==> src/rtl/cpu_cfg.svh <==
`ifndef CPU_CFG_SVH
`define CPU_CFG_SVH

`define CPU_DATA_W   32
`define CPU_REG_AW   4
`define CPU_NUM_REGS 16
`define CPU_IMM_W    14

// Instruction word layout
`define CPU_OP_HI    31
`define CPU_OP_LO    27
`define CPU_RI_BIT   26
`define CPU_DR_HI    25
`define CPU_DR_LO    22
`define CPU_SR1_HI   21
`define CPU_SR1_LO   18
`define CPU_SR2_HI   17
`define CPU_SR2_LO   14
`define CPU_IMM_HI   13
`define CPU_IMM_LO   0

`endif

==> src/rtl/cpu_pkg.sv <==
`default_nettype none

`include "cpu_cfg.svh"

package cpu_pkg;

    typedef logic [`CPU_DATA_W-1:0] data_t;
    typedef logic [`CPU_REG_AW-1:0] reg_addr_t;
    typedef logic [`CPU_IMM_W-1:0]  imm_t;
    typedef logic [3:0]             flags_t;

    // Bit positions inside flags_t
    localparam int FLAG_Z = 3;
    localparam int FLAG_N = 2;
    localparam int FLAG_C = 1;
    localparam int FLAG_V = 0;

    typedef enum logic [4:0] {
        OP_NOP = 5'd0,
        OP_ADD = 5'd1,
        OP_SUB = 5'd2,
        OP_AND = 5'd3,
        OP_OR  = 5'd4,
        OP_XOR = 5'd5,
        OP_SHL = 5'd6,
        OP_SHR = 5'd7,
        OP_BR  = 5'd12
    } opcode_e;

    // Unknown codes fall back to NOP
    function automatic opcode_e decode_op(logic [4:0] raw);
        case (raw)
            5'd1, 5'd2, 5'd3, 5'd4, 5'd5, 5'd6, 5'd7, 5'd12: return opcode_e'(raw);
            default: return OP_NOP;
        endcase
    endfunction

    // True for operations that produce a register result
    function automatic logic is_alu_op(opcode_e op);
        return op inside {OP_ADD, OP_SUB, OP_AND, OP_OR, OP_XOR, OP_SHL, OP_SHR};
    endfunction

endpackage

`default_nettype wire

==> src/rtl/instr_decode.sv <==
`default_nettype none

`include "cpu_cfg.svh"

module instr_decode (
    input  wire                 i_clk,
    input  wire                 i_reset,
    input  wire                 i_stall,
    input  wire                 i_flush,
    input  cpu_pkg::data_t      i_instr,
    input  cpu_pkg::data_t      i_pc,
    output cpu_pkg::opcode_e    o_opcode,
    output logic                o_ri,
    output cpu_pkg::reg_addr_t  o_dr,
    output cpu_pkg::reg_addr_t  o_sr1,
    output cpu_pkg::reg_addr_t  o_sr2,
    output cpu_pkg::data_t      o_imm,
    output cpu_pkg::data_t      o_pc
);
    import cpu_pkg::*;

    imm_t  imm_field;
    data_t imm_sext;

    assign imm_field = i_instr[`CPU_IMM_HI:`CPU_IMM_LO];
    assign imm_sext  = {{(`CPU_DATA_W-`CPU_IMM_W){imm_field[`CPU_IMM_W-1]}}, imm_field};

    always_ff @(posedge i_clk) begin
        if (i_reset || i_flush) begin
            // Empty slot is a NOP writing nothing
            o_opcode <= OP_NOP;
            o_ri     <= 1'b0;
            o_dr     <= '0;
            o_sr1    <= '0;
            o_sr2    <= '0;
            o_imm    <= '0;
            o_pc     <= '0;
        end else if (!i_stall) begin
            o_opcode <= decode_op(i_instr[`CPU_OP_HI:`CPU_OP_LO]);
            o_ri     <= i_instr[`CPU_RI_BIT];
            o_dr     <= i_instr[`CPU_DR_HI:`CPU_DR_LO];   // Branch mask for OP_BR
            o_sr1    <= i_instr[`CPU_SR1_HI:`CPU_SR1_LO];
            o_sr2    <= i_instr[`CPU_SR2_HI:`CPU_SR2_LO];
            o_imm    <= imm_sext;
            o_pc     <= i_pc;
        end
    end

endmodule

`default_nettype wire

==> src/rtl/register_file.sv <==
`default_nettype none

`include "cpu_cfg.svh"

module register_file (
    input  wire                 i_clk,
    input  wire                 i_reset,
    input  wire                 i_we,
    input  cpu_pkg::reg_addr_t  i_wa,
    input  cpu_pkg::data_t      i_wd,
    input  cpu_pkg::reg_addr_t  i_ra1,
    input  cpu_pkg::reg_addr_t  i_ra2,
    output cpu_pkg::data_t      o_rd1,
    output cpu_pkg::data_t      o_rd2
);
    import cpu_pkg::*;

    data_t regs [`CPU_NUM_REGS];

    always_ff @(posedge i_clk) begin
        if (i_reset) begin
            for (int i = 0; i < `CPU_NUM_REGS; i++) begin
                regs[i] <= '0;
            end
        end else if (i_we && (i_wa != '0)) begin // r0 never written
            regs[i_wa] <= i_wd;
        end
    end

    // Asynchronous read, r0 forced to zero
    assign o_rd1 = (i_ra1 == '0) ? '0 : regs[i_ra1];
    assign o_rd2 = (i_ra2 == '0) ? '0 : regs[i_ra2];

endmodule

`default_nettype wire

==> src/rtl/register_read.sv <==
`default_nettype none

module register_read (
    input  wire                 i_clk,
    input  wire                 i_reset,
    input  wire                 i_stall,
    input  wire                 i_flush,
    // Decode buffer
    input  cpu_pkg::opcode_e    i_opcode,
    input  wire                 i_ri,
    input  cpu_pkg::reg_addr_t  i_dr,
    input  cpu_pkg::reg_addr_t  i_sr1,
    input  cpu_pkg::reg_addr_t  i_sr2,
    input  cpu_pkg::data_t      i_imm,
    input  cpu_pkg::data_t      i_pc,
    // Register file ports
    output cpu_pkg::reg_addr_t  o_rf_ra1,
    output cpu_pkg::reg_addr_t  o_rf_ra2,
    input  cpu_pkg::data_t      i_rf_rd1,
    input  cpu_pkg::data_t      i_rf_rd2,
    // Forwarding buses, bus 1 ahead of the execute buffer, bus 2 at it
    input  cpu_pkg::reg_addr_t  i_fwd1_reg,
    input  cpu_pkg::data_t      i_fwd1_data,
    input  cpu_pkg::reg_addr_t  i_fwd2_reg,
    input  cpu_pkg::data_t      i_fwd2_data,
    // Stage buffer
    output cpu_pkg::opcode_e    o_opcode,
    output cpu_pkg::reg_addr_t  o_dr,
    output cpu_pkg::flags_t     o_flags_mask,
    output cpu_pkg::data_t      o_sr1_val,
    output cpu_pkg::data_t      o_sr2_val,
    output cpu_pkg::data_t      o_target_offset,
    output cpu_pkg::data_t      o_pc
);
    import cpu_pkg::*;

    logic  is_branch;
    data_t sr1_next;
    data_t sr2_next;

    // Newest producer wins over the older one
    function automatic data_t pick_operand(reg_addr_t src, data_t rf_data);
        if (src == '0) begin
            return rf_data;   // Register file gives zero here
        end else if (src == i_fwd1_reg) begin
            return i_fwd1_data;
        end else if (src == i_fwd2_reg) begin
            return i_fwd2_data;
        end
        return rf_data;
    endfunction

    assign o_rf_ra1  = i_sr1;
    assign o_rf_ra2  = i_sr2;
    assign is_branch = (i_opcode == OP_BR);

    assign sr1_next = pick_operand(i_sr1, i_rf_rd1);
    assign sr2_next = i_ri ? i_imm : pick_operand(i_sr2, i_rf_rd2);

    always_ff @(posedge i_clk) begin
        if (i_reset || i_flush) begin
            o_opcode        <= OP_NOP;
            o_dr            <= '0;
            o_flags_mask    <= '0;
            o_sr1_val       <= '0;
            o_sr2_val       <= '0;
            o_target_offset <= '0;
            o_pc            <= '0;
        end else if (!i_stall) begin
            o_opcode        <= i_opcode;
            // dr field is the condition mask for a branch
            o_dr            <= is_branch ? '0 : i_dr;
            o_flags_mask    <= is_branch ? flags_t'(i_dr) : '0;
            o_sr1_val       <= sr1_next;
            o_sr2_val       <= sr2_next;
            o_target_offset <= i_imm;
            o_pc            <= i_pc;
        end
    end

endmodule

`default_nettype wire

==> src/rtl/alu_execute.sv <==
`default_nettype none

`include "cpu_cfg.svh"

module alu_execute (
    input  wire                 i_clk,
    input  wire                 i_reset,
    input  wire                 i_stall,
    // Register-read buffer
    input  cpu_pkg::opcode_e    i_opcode,
    input  cpu_pkg::reg_addr_t  i_dr,
    input  cpu_pkg::flags_t     i_flags_mask,
    input  cpu_pkg::data_t      i_sr1_val,
    input  cpu_pkg::data_t      i_sr2_val,
    input  cpu_pkg::data_t      i_target_offset,
    input  cpu_pkg::data_t      i_pc,
    // Forwarding bus 1
    output cpu_pkg::reg_addr_t  o_fwd1_reg,
    output cpu_pkg::data_t      o_fwd1_data,
    // Execute output buffer and register file write strobe
    output logic                o_wb_en,
    output cpu_pkg::reg_addr_t  o_wb_reg,
    output cpu_pkg::data_t      o_wb_data,
    output logic                o_rf_we,
    // Branch resolution
    output logic                o_branch_taken,
    output cpu_pkg::data_t      o_branch_target
);
    import cpu_pkg::*;

    data_t  result;
    logic   carry;
    logic   ovf;
    flags_t flags_q;
    flags_t flags_next;
    logic   writes;
    logic   cond_met;
    logic   [`CPU_DATA_W:0] sum_ext;
    logic   [`CPU_DATA_W:0] diff_ext;

    assign sum_ext  = {1'b0, i_sr1_val} + {1'b0, i_sr2_val};
    assign diff_ext = {1'b0, i_sr1_val} + {1'b0, ~i_sr2_val} + 1'b1; // Carry set means no borrow

    always_comb begin
        result = '0;
        carry  = 1'b0;
        ovf    = 1'b0;
        case (i_opcode)
            OP_ADD: begin
                result = sum_ext[`CPU_DATA_W-1:0];
                carry  = sum_ext[`CPU_DATA_W];
                ovf    = (i_sr1_val[`CPU_DATA_W-1] == i_sr2_val[`CPU_DATA_W-1]) &&
                         (result[`CPU_DATA_W-1] != i_sr1_val[`CPU_DATA_W-1]);
            end
            OP_SUB: begin
                result = diff_ext[`CPU_DATA_W-1:0];
                carry  = diff_ext[`CPU_DATA_W];
                ovf    = (i_sr1_val[`CPU_DATA_W-1] != i_sr2_val[`CPU_DATA_W-1]) &&
                         (result[`CPU_DATA_W-1] != i_sr1_val[`CPU_DATA_W-1]);
            end
            OP_AND: result = i_sr1_val & i_sr2_val;
            OP_OR:  result = i_sr1_val | i_sr2_val;
            OP_XOR: result = i_sr1_val ^ i_sr2_val;
            OP_SHL: result = i_sr1_val << i_sr2_val[4:0];
            OP_SHR: result = i_sr1_val >> i_sr2_val[4:0];
            default: result = '0;                      // NOP and branch
        endcase
    end

    always_comb begin
        flags_next         = '0;
        flags_next[FLAG_Z] = (result == '0);
        flags_next[FLAG_N] = result[`CPU_DATA_W-1];
        flags_next[FLAG_C] = carry;
        flags_next[FLAG_V] = ovf;
    end

    assign writes = is_alu_op(i_opcode) && (i_dr != '0);

    assign o_fwd1_reg  = writes ? i_dr : '0;
    assign o_fwd1_data = result;

    // Empty mask means always taken
    assign cond_met        = (i_flags_mask == '0) || ((i_flags_mask & flags_q) != '0);
    assign o_branch_taken  = (i_opcode == OP_BR) && cond_met && !i_stall;
    assign o_branch_target = i_pc + i_target_offset;

    assign o_rf_we = o_wb_en && !i_stall;

    always_ff @(posedge i_clk) begin
        if (i_reset) begin
            flags_q   <= '0;
            o_wb_en   <= 1'b0;
            o_wb_reg  <= '0;
            o_wb_data <= '0;
        end else if (!i_stall) begin
            if (writes) begin
                flags_q <= flags_next;
            end
            o_wb_en   <= writes;
            o_wb_reg  <= writes ? i_dr : '0;   // Bus 2 reads as r0 when idle
            o_wb_data <= result;
        end
    end

endmodule

`default_nettype wire

==> src/rtl/cpu_core.sv <==
`default_nettype none

module cpu_core (
    input  wire                 i_clk,
    input  wire                 i_reset,
    input  wire                 i_stall,
    input  cpu_pkg::data_t      i_instr,
    input  cpu_pkg::data_t      i_pc,
    output logic                o_wb_en,
    output cpu_pkg::reg_addr_t  o_wb_reg,
    output cpu_pkg::data_t      o_wb_data,
    output logic                o_branch_taken,
    output cpu_pkg::data_t      o_branch_target
);
    import cpu_pkg::*;

    // Decode buffer
    opcode_e   id_opcode;
    logic      id_ri;
    reg_addr_t id_dr;
    reg_addr_t id_sr1;
    reg_addr_t id_sr2;
    data_t     id_imm;
    data_t     id_pc;

    // Register file ports
    reg_addr_t rf_ra1;
    reg_addr_t rf_ra2;
    data_t     rf_rd1;
    data_t     rf_rd2;
    logic      rf_we;

    // Register-read buffer
    opcode_e   rr_opcode;
    reg_addr_t rr_dr;
    flags_t    rr_flags_mask;
    data_t     rr_sr1_val;
    data_t     rr_sr2_val;
    data_t     rr_target_offset;
    data_t     rr_pc;

    reg_addr_t fwd1_reg;
    data_t     fwd1_data;

    instr_decode instr_decode_inst (
        .i_clk    (i_clk),
        .i_reset  (i_reset),
        .i_stall  (i_stall),
        .i_flush  (o_branch_taken),
        .i_instr  (i_instr),
        .i_pc     (i_pc),
        .o_opcode (id_opcode),
        .o_ri     (id_ri),
        .o_dr     (id_dr),
        .o_sr1    (id_sr1),
        .o_sr2    (id_sr2),
        .o_imm    (id_imm),
        .o_pc     (id_pc)
    );

    register_read register_read_inst (
        .i_clk           (i_clk),
        .i_reset         (i_reset),
        .i_stall         (i_stall),
        .i_flush         (o_branch_taken),
        .i_opcode        (id_opcode),
        .i_ri            (id_ri),
        .i_dr            (id_dr),
        .i_sr1           (id_sr1),
        .i_sr2           (id_sr2),
        .i_imm           (id_imm),
        .i_pc            (id_pc),
        .o_rf_ra1        (rf_ra1),
        .o_rf_ra2        (rf_ra2),
        .i_rf_rd1        (rf_rd1),
        .i_rf_rd2        (rf_rd2),
        .i_fwd1_reg      (fwd1_reg),
        .i_fwd1_data     (fwd1_data),
        .i_fwd2_reg      (o_wb_reg),     // Bus 2 is the execute buffer
        .i_fwd2_data     (o_wb_data),
        .o_opcode        (rr_opcode),
        .o_dr            (rr_dr),
        .o_flags_mask    (rr_flags_mask),
        .o_sr1_val       (rr_sr1_val),
        .o_sr2_val       (rr_sr2_val),
        .o_target_offset (rr_target_offset),
        .o_pc            (rr_pc)
    );

    register_file register_file_inst (
        .i_clk   (i_clk),
        .i_reset (i_reset),
        .i_we    (rf_we),
        .i_wa    (o_wb_reg),
        .i_wd    (o_wb_data),
        .i_ra1   (rf_ra1),
        .i_ra2   (rf_ra2),
        .o_rd1   (rf_rd1),
        .o_rd2   (rf_rd2)
    );

    alu_execute alu_execute_inst (
        .i_clk           (i_clk),
        .i_reset         (i_reset),
        .i_stall         (i_stall),
        .i_opcode        (rr_opcode),
        .i_dr            (rr_dr),
        .i_flags_mask    (rr_flags_mask),
        .i_sr1_val       (rr_sr1_val),
        .i_sr2_val       (rr_sr2_val),
        .i_target_offset (rr_target_offset),
        .i_pc            (rr_pc),
        .o_fwd1_reg      (fwd1_reg),
        .o_fwd1_data     (fwd1_data),
        .o_wb_en         (o_wb_en),
        .o_wb_reg        (o_wb_reg),
        .o_wb_data       (o_wb_data),
        .o_rf_we         (rf_we),
        .o_branch_taken  (o_branch_taken),
        .o_branch_target (o_branch_target)
    );

endmodule

`default_nettype wire

==> config.mk <==
export PLATFORM = sky130hd
export DESIGN_NAME = cpu_core
export DESIGN_NICKNAME = d
export VERILOG_FILES = /design/src/rtl/cpu_pkg.sv /design/src/rtl/instr_decode.sv /design/src/rtl/register_file.sv /design/src/rtl/register_read.sv /design/src/rtl/alu_execute.sv /design/src/rtl/cpu_core.sv
export VERILOG_INCLUDE_DIRS = /design/src /design/src/rtl
export SDC_FILE = /design/constraint.sdc
export NUM_CORES = 2
export LEC_CHECK = 0
export BUFFER_PORTS_ARGS = -buffer_cell sky130_fd_sc_hd__buf_2
export CAP_MARGIN = 10
export CORE_MARGIN = 2
export CORE_UTILIZATION = 35
export CTS_CLUSTER_SIZE = 28
export DETAILED_ROUTE_END_ITERATION = 12
export SYNTH_ARGS = -nofsm -noshare
export SYNTH_HDL_FRONTEND = slang
export SYNTH_SLANG_ARGS = --single-unit
==> constraint.sdc <==
create_clock -name i_clk -period 10 [get_ports i_clk]
set_input_delay 2 -clock i_clk [delete_from_list [all_inputs] [get_ports i_clk]]
set_output_delay 2 -clock i_clk [all_outputs]
set_load 0.02 [all_outputs]
==> results by group <==
Route
  • 1st-iter DRT viols: 4,899
  • Post-route ant nets: 0
  • Vias/cell: 5.991
  • Remaining DRCs: 0
  • Via count: 36,100
  • Avg WL per Cell: between 20 and 30 µm
  • Total routed wirelength: between 150 and 200 mm
  • Initial DRT Pass Iterations: 6

Clock network
  • CTS tree: done
  • Setup Buffers After CTS: 0
  • Clock transition at path regs: 60 ps
  • Clk root buf: clkbuf_16
  • # clock sinks: about 750
  • Number of gates resized after cts: 0
  • Htree depth: 3
  • Hold_buf cts: 0
  • Clk_lat worst skew: ~690 ps
  • Num CTS Buffers: 84
  • Max clock buf depth: 3

Synth
  • Post-synth top flop: edfxtp_1
  • Mapped Area: 47,210 µm²
  • Synth cell types: 96
  • Number of synthesized flops with an enable pin: ~510
  • Largest family of logic cells by synthesized area: multiplexers
  • Synth Area in Simple Gates: 15.36%
  • Synth Area per Inst: roughly 11 µm²
  • Adder-Cell Fraction of Synth Area: around 3.7%
  • Syn Inst Count: 4,201
  • Complex-gate fraction of the synthesized area: 10.94%
  • Mux share of post-synthesis cell area: 22.28%
  • Xor-xnor portion of the synthesized cell area: 1.002%
  • Asr flop ratio synth: 0%
  • Post-synthesis sequential area ratio: 42.57%
  • #FFs+latches synth: between 700 and 800
  • Ys Warns: 0

Layout
  • Design area: 52,370 µm²
  • Nets: around 4,400
  • Sequential cell area: 20,130 µm²
  • Area of the multi-input gates: ~25,000 µm²
  • Fillers: about 13,000
  • Number of flip-flops in the largest register: roughly 500
  • Largest reg by FF count: register_file_inst.regs
  • Layout cells sized above 1: 19.01%
  • Area growth syn-to-layout: 10.92%

Setup path
  • Worst path max stage delay: 890 ps
  • Worst EP arrival: between 4000 and 5000 ps
  • CP top delay family: compound AO/OA/AOI/OAI gates
  • Max FO, Critical Path: 20
  • Crit end category: primary output
  • Buffers & Inverters on Critical Path: 1
  • Startpoint types: flip-flop
  • WP data required: around 8000 ps
  • Crit path top cell by count: a21o_1
  • Critical path class: flip-flop to primary output
  • Slowest-stage cell, CP: dfxtp_1
  • Crit-path cells: ha_1, a21o_1, a221o_1, a21o_1, nor4_1, nor4b_1, o21a_1, o21ai_0, a21oi_1, a41oi_1, xnor2_1, buf_2

Floorplan
  • Initial Util: 35.33%
  • Die width: between 300 and 400 µm
  • DIE HEIGHT: 371.3 µm
  • I/O Pins: between 100 and 150
  • FP Rows: 134
  • Core area: about 130,000 µm²
  • Die area: 137,900 µm²

STA
  • Unrepaired setup endpoints after global routing: no
  • Endpoints failing setup: 0
  • Least-Margin Pin Slew: about 1300 ps
  • Final Hold Fails: 0
  • Crit path time final: 6336 ps
  • Hold_ws: 488.2 ps
  • Setup TNS: 0 ps
  • Worst Clk Skew: ~53 ps
  • Fmax: 157.8 MHz
  • Max Slew Vio Count: 0
  • Final Cycle Share: 63.36%
  • Max-slew headroom at the worst pin: 15.69%

Status
  • Outcome: completed

Global route
  • First-pass GRT wire length: 241.8 mm
  • Largest net degree at the start of global routing: 106
  • Total GRT Usage: 23.53%
  • Antenna violations before repair: 7
  • Total global routing overflow: 0
  • Vias in the first global route: 34,834

Power and ir drop
  • Pwr Density: 154.0 nW/µm²
  • Total Power: 8.067 mW
  • Pleak: 19.08 nW
  • Peak supply drop: 134.3 µV

Placed design
  • Post-DP Area: 49,630 µm²
  • Post-DP HPWL: 112.3 mm
  • RD Place Congestion: about 1
  • Number of I/O port buffers: 136

Hold path
  • Hold Crit Class: flip-flop to flip-flop

Run
  • Max Cap Viol: 0
synthesized netlist by cell type, drive strengths merged, types with 17 or more instances:
master    n  area (µm²)
xnor2    44       385.4
mux4    359        8085
o21ai   138       690.7
nand3    47       240.2
nand4    19       118.9
ha      135        1689
o221ai   17       148.9
a211oi   75       568.0
nor2b    25       156.4
and2    496        3103
a31oi    20       125.1
or2      23       143.9
a22oi    60       450.4
a21o     28       210.2
mux2     17       198.9
clkbuf  261       979.7
o211ai   28       210.2
nor3     50       250.2
or3      17       106.4
dfxtp   236        4725
nand2   214       803.3
mux2i   221        2237
inv     103       386.6
nand2b   20       125.1
edfxtp  512       15370
a21oi   198       998.5
and3     20       125.1
buf     105       568.0
a221oi   42       380.4
nor2    438        1647
cell families after synthesis:
logic type / after synthesis
buf+inv: 474
compound gates: 768
other cells: 1
fa+ha+maj: 138
mux: 597
simple gates: 1421
xor+xnor: 54
flops: 748
worst min-delay path: stages, from the launching register on:
cell and delay [ps]:
dfxtp_1 320, mux2i_1 60, nor2_1 70
power breakdown:
part           switching [mW]  internal (mW)  total (mW)
sequential              0.161           3.42        3.59
clock                    1.32           1.77        3.09
combinational           0.849          0.540        1.39
total                    2.33           5.73        8.07
cell usage in the layout, fill, tap and decap left out, drive strengths merged, types with 32 or more instances in the layout:
| cell | n |
|---|---|
| conb | 32 |
| mux2i | 221 |
| o21ai | 138 |
| buf | 235 |
| and2 | 496 |
| clkbuf | 115 |
| a221oi | 42 |
| nand2 | 214 |
| inv | 107 |
| mux4 | 359 |
| a22oi | 60 |
| a21oi | 198 |
| nor3 | 50 |
| ha | 135 |
| dfxtp | 236 |
| xnor2 | 44 |
| a211oi | 75 |
| clkinv | 35 |
| edfxtp | 512 |
| nand3 | 47 |
| nor2 | 438 |
stage by stage:
stage / instances / setup slack, ps / utilization [%]
floorplan: 4232 / 4864 / -
global placement: 5869 / 4428 / 37.14
detailed placement: 5869 / 4390 / 37.14
CTS: 6023 / 3656 / 39.19
global route: 6026 / 3353 / 39.19
finish: 6026 / 3664 / 39.19
final timing paths:
| check | end | slack (ps) | start | cells after the start |
|---|---|---|---|---|
| worst max-delay path | o_branch_target[30] | 3660 | register_read_inst.o_target_offset[13] | 12 |
| worst min register to register | register_read_inst.o_pc[28] | 490 | instr_decode_inst.o_pc[28] | 2 |
| worst max register to register | alu_execute_inst.flags_q[3] | 4490 | register_read_inst.o_sr2_val[0] | 16 |
| worst min-delay path | register_read_inst.o_pc[28] | 490 | instr_decode_inst.o_pc[28] | 2 |
metal layers:
| layer | track usage [%] | routed length (µm) |
|---|---|---|
| met1 | 33.04 | 69130 |
| met5 | 0 | 0 |
| met2 | 36.81 | 75560 |
| met3 | 4.601 | 15570 |
| met4 | 6.774 | 4514 |
layout make-up:
| type | count | area share (%) |
|---|---|---|
| antenna | 3 | 0.01434 |
| timing repair buffer | 235 | 2.767 |
| sequential | 748 | 38.45 |
| tap | 1768 | 4.224 |
| clock inverter | 39 | 0.7956 |
| clock buffer | 115 | 4.420 |
| inverter | 108 | 0.7741 |
| multi-input combinational | 3010 | 48.56 |
Power figures use the tool's default switching activity.
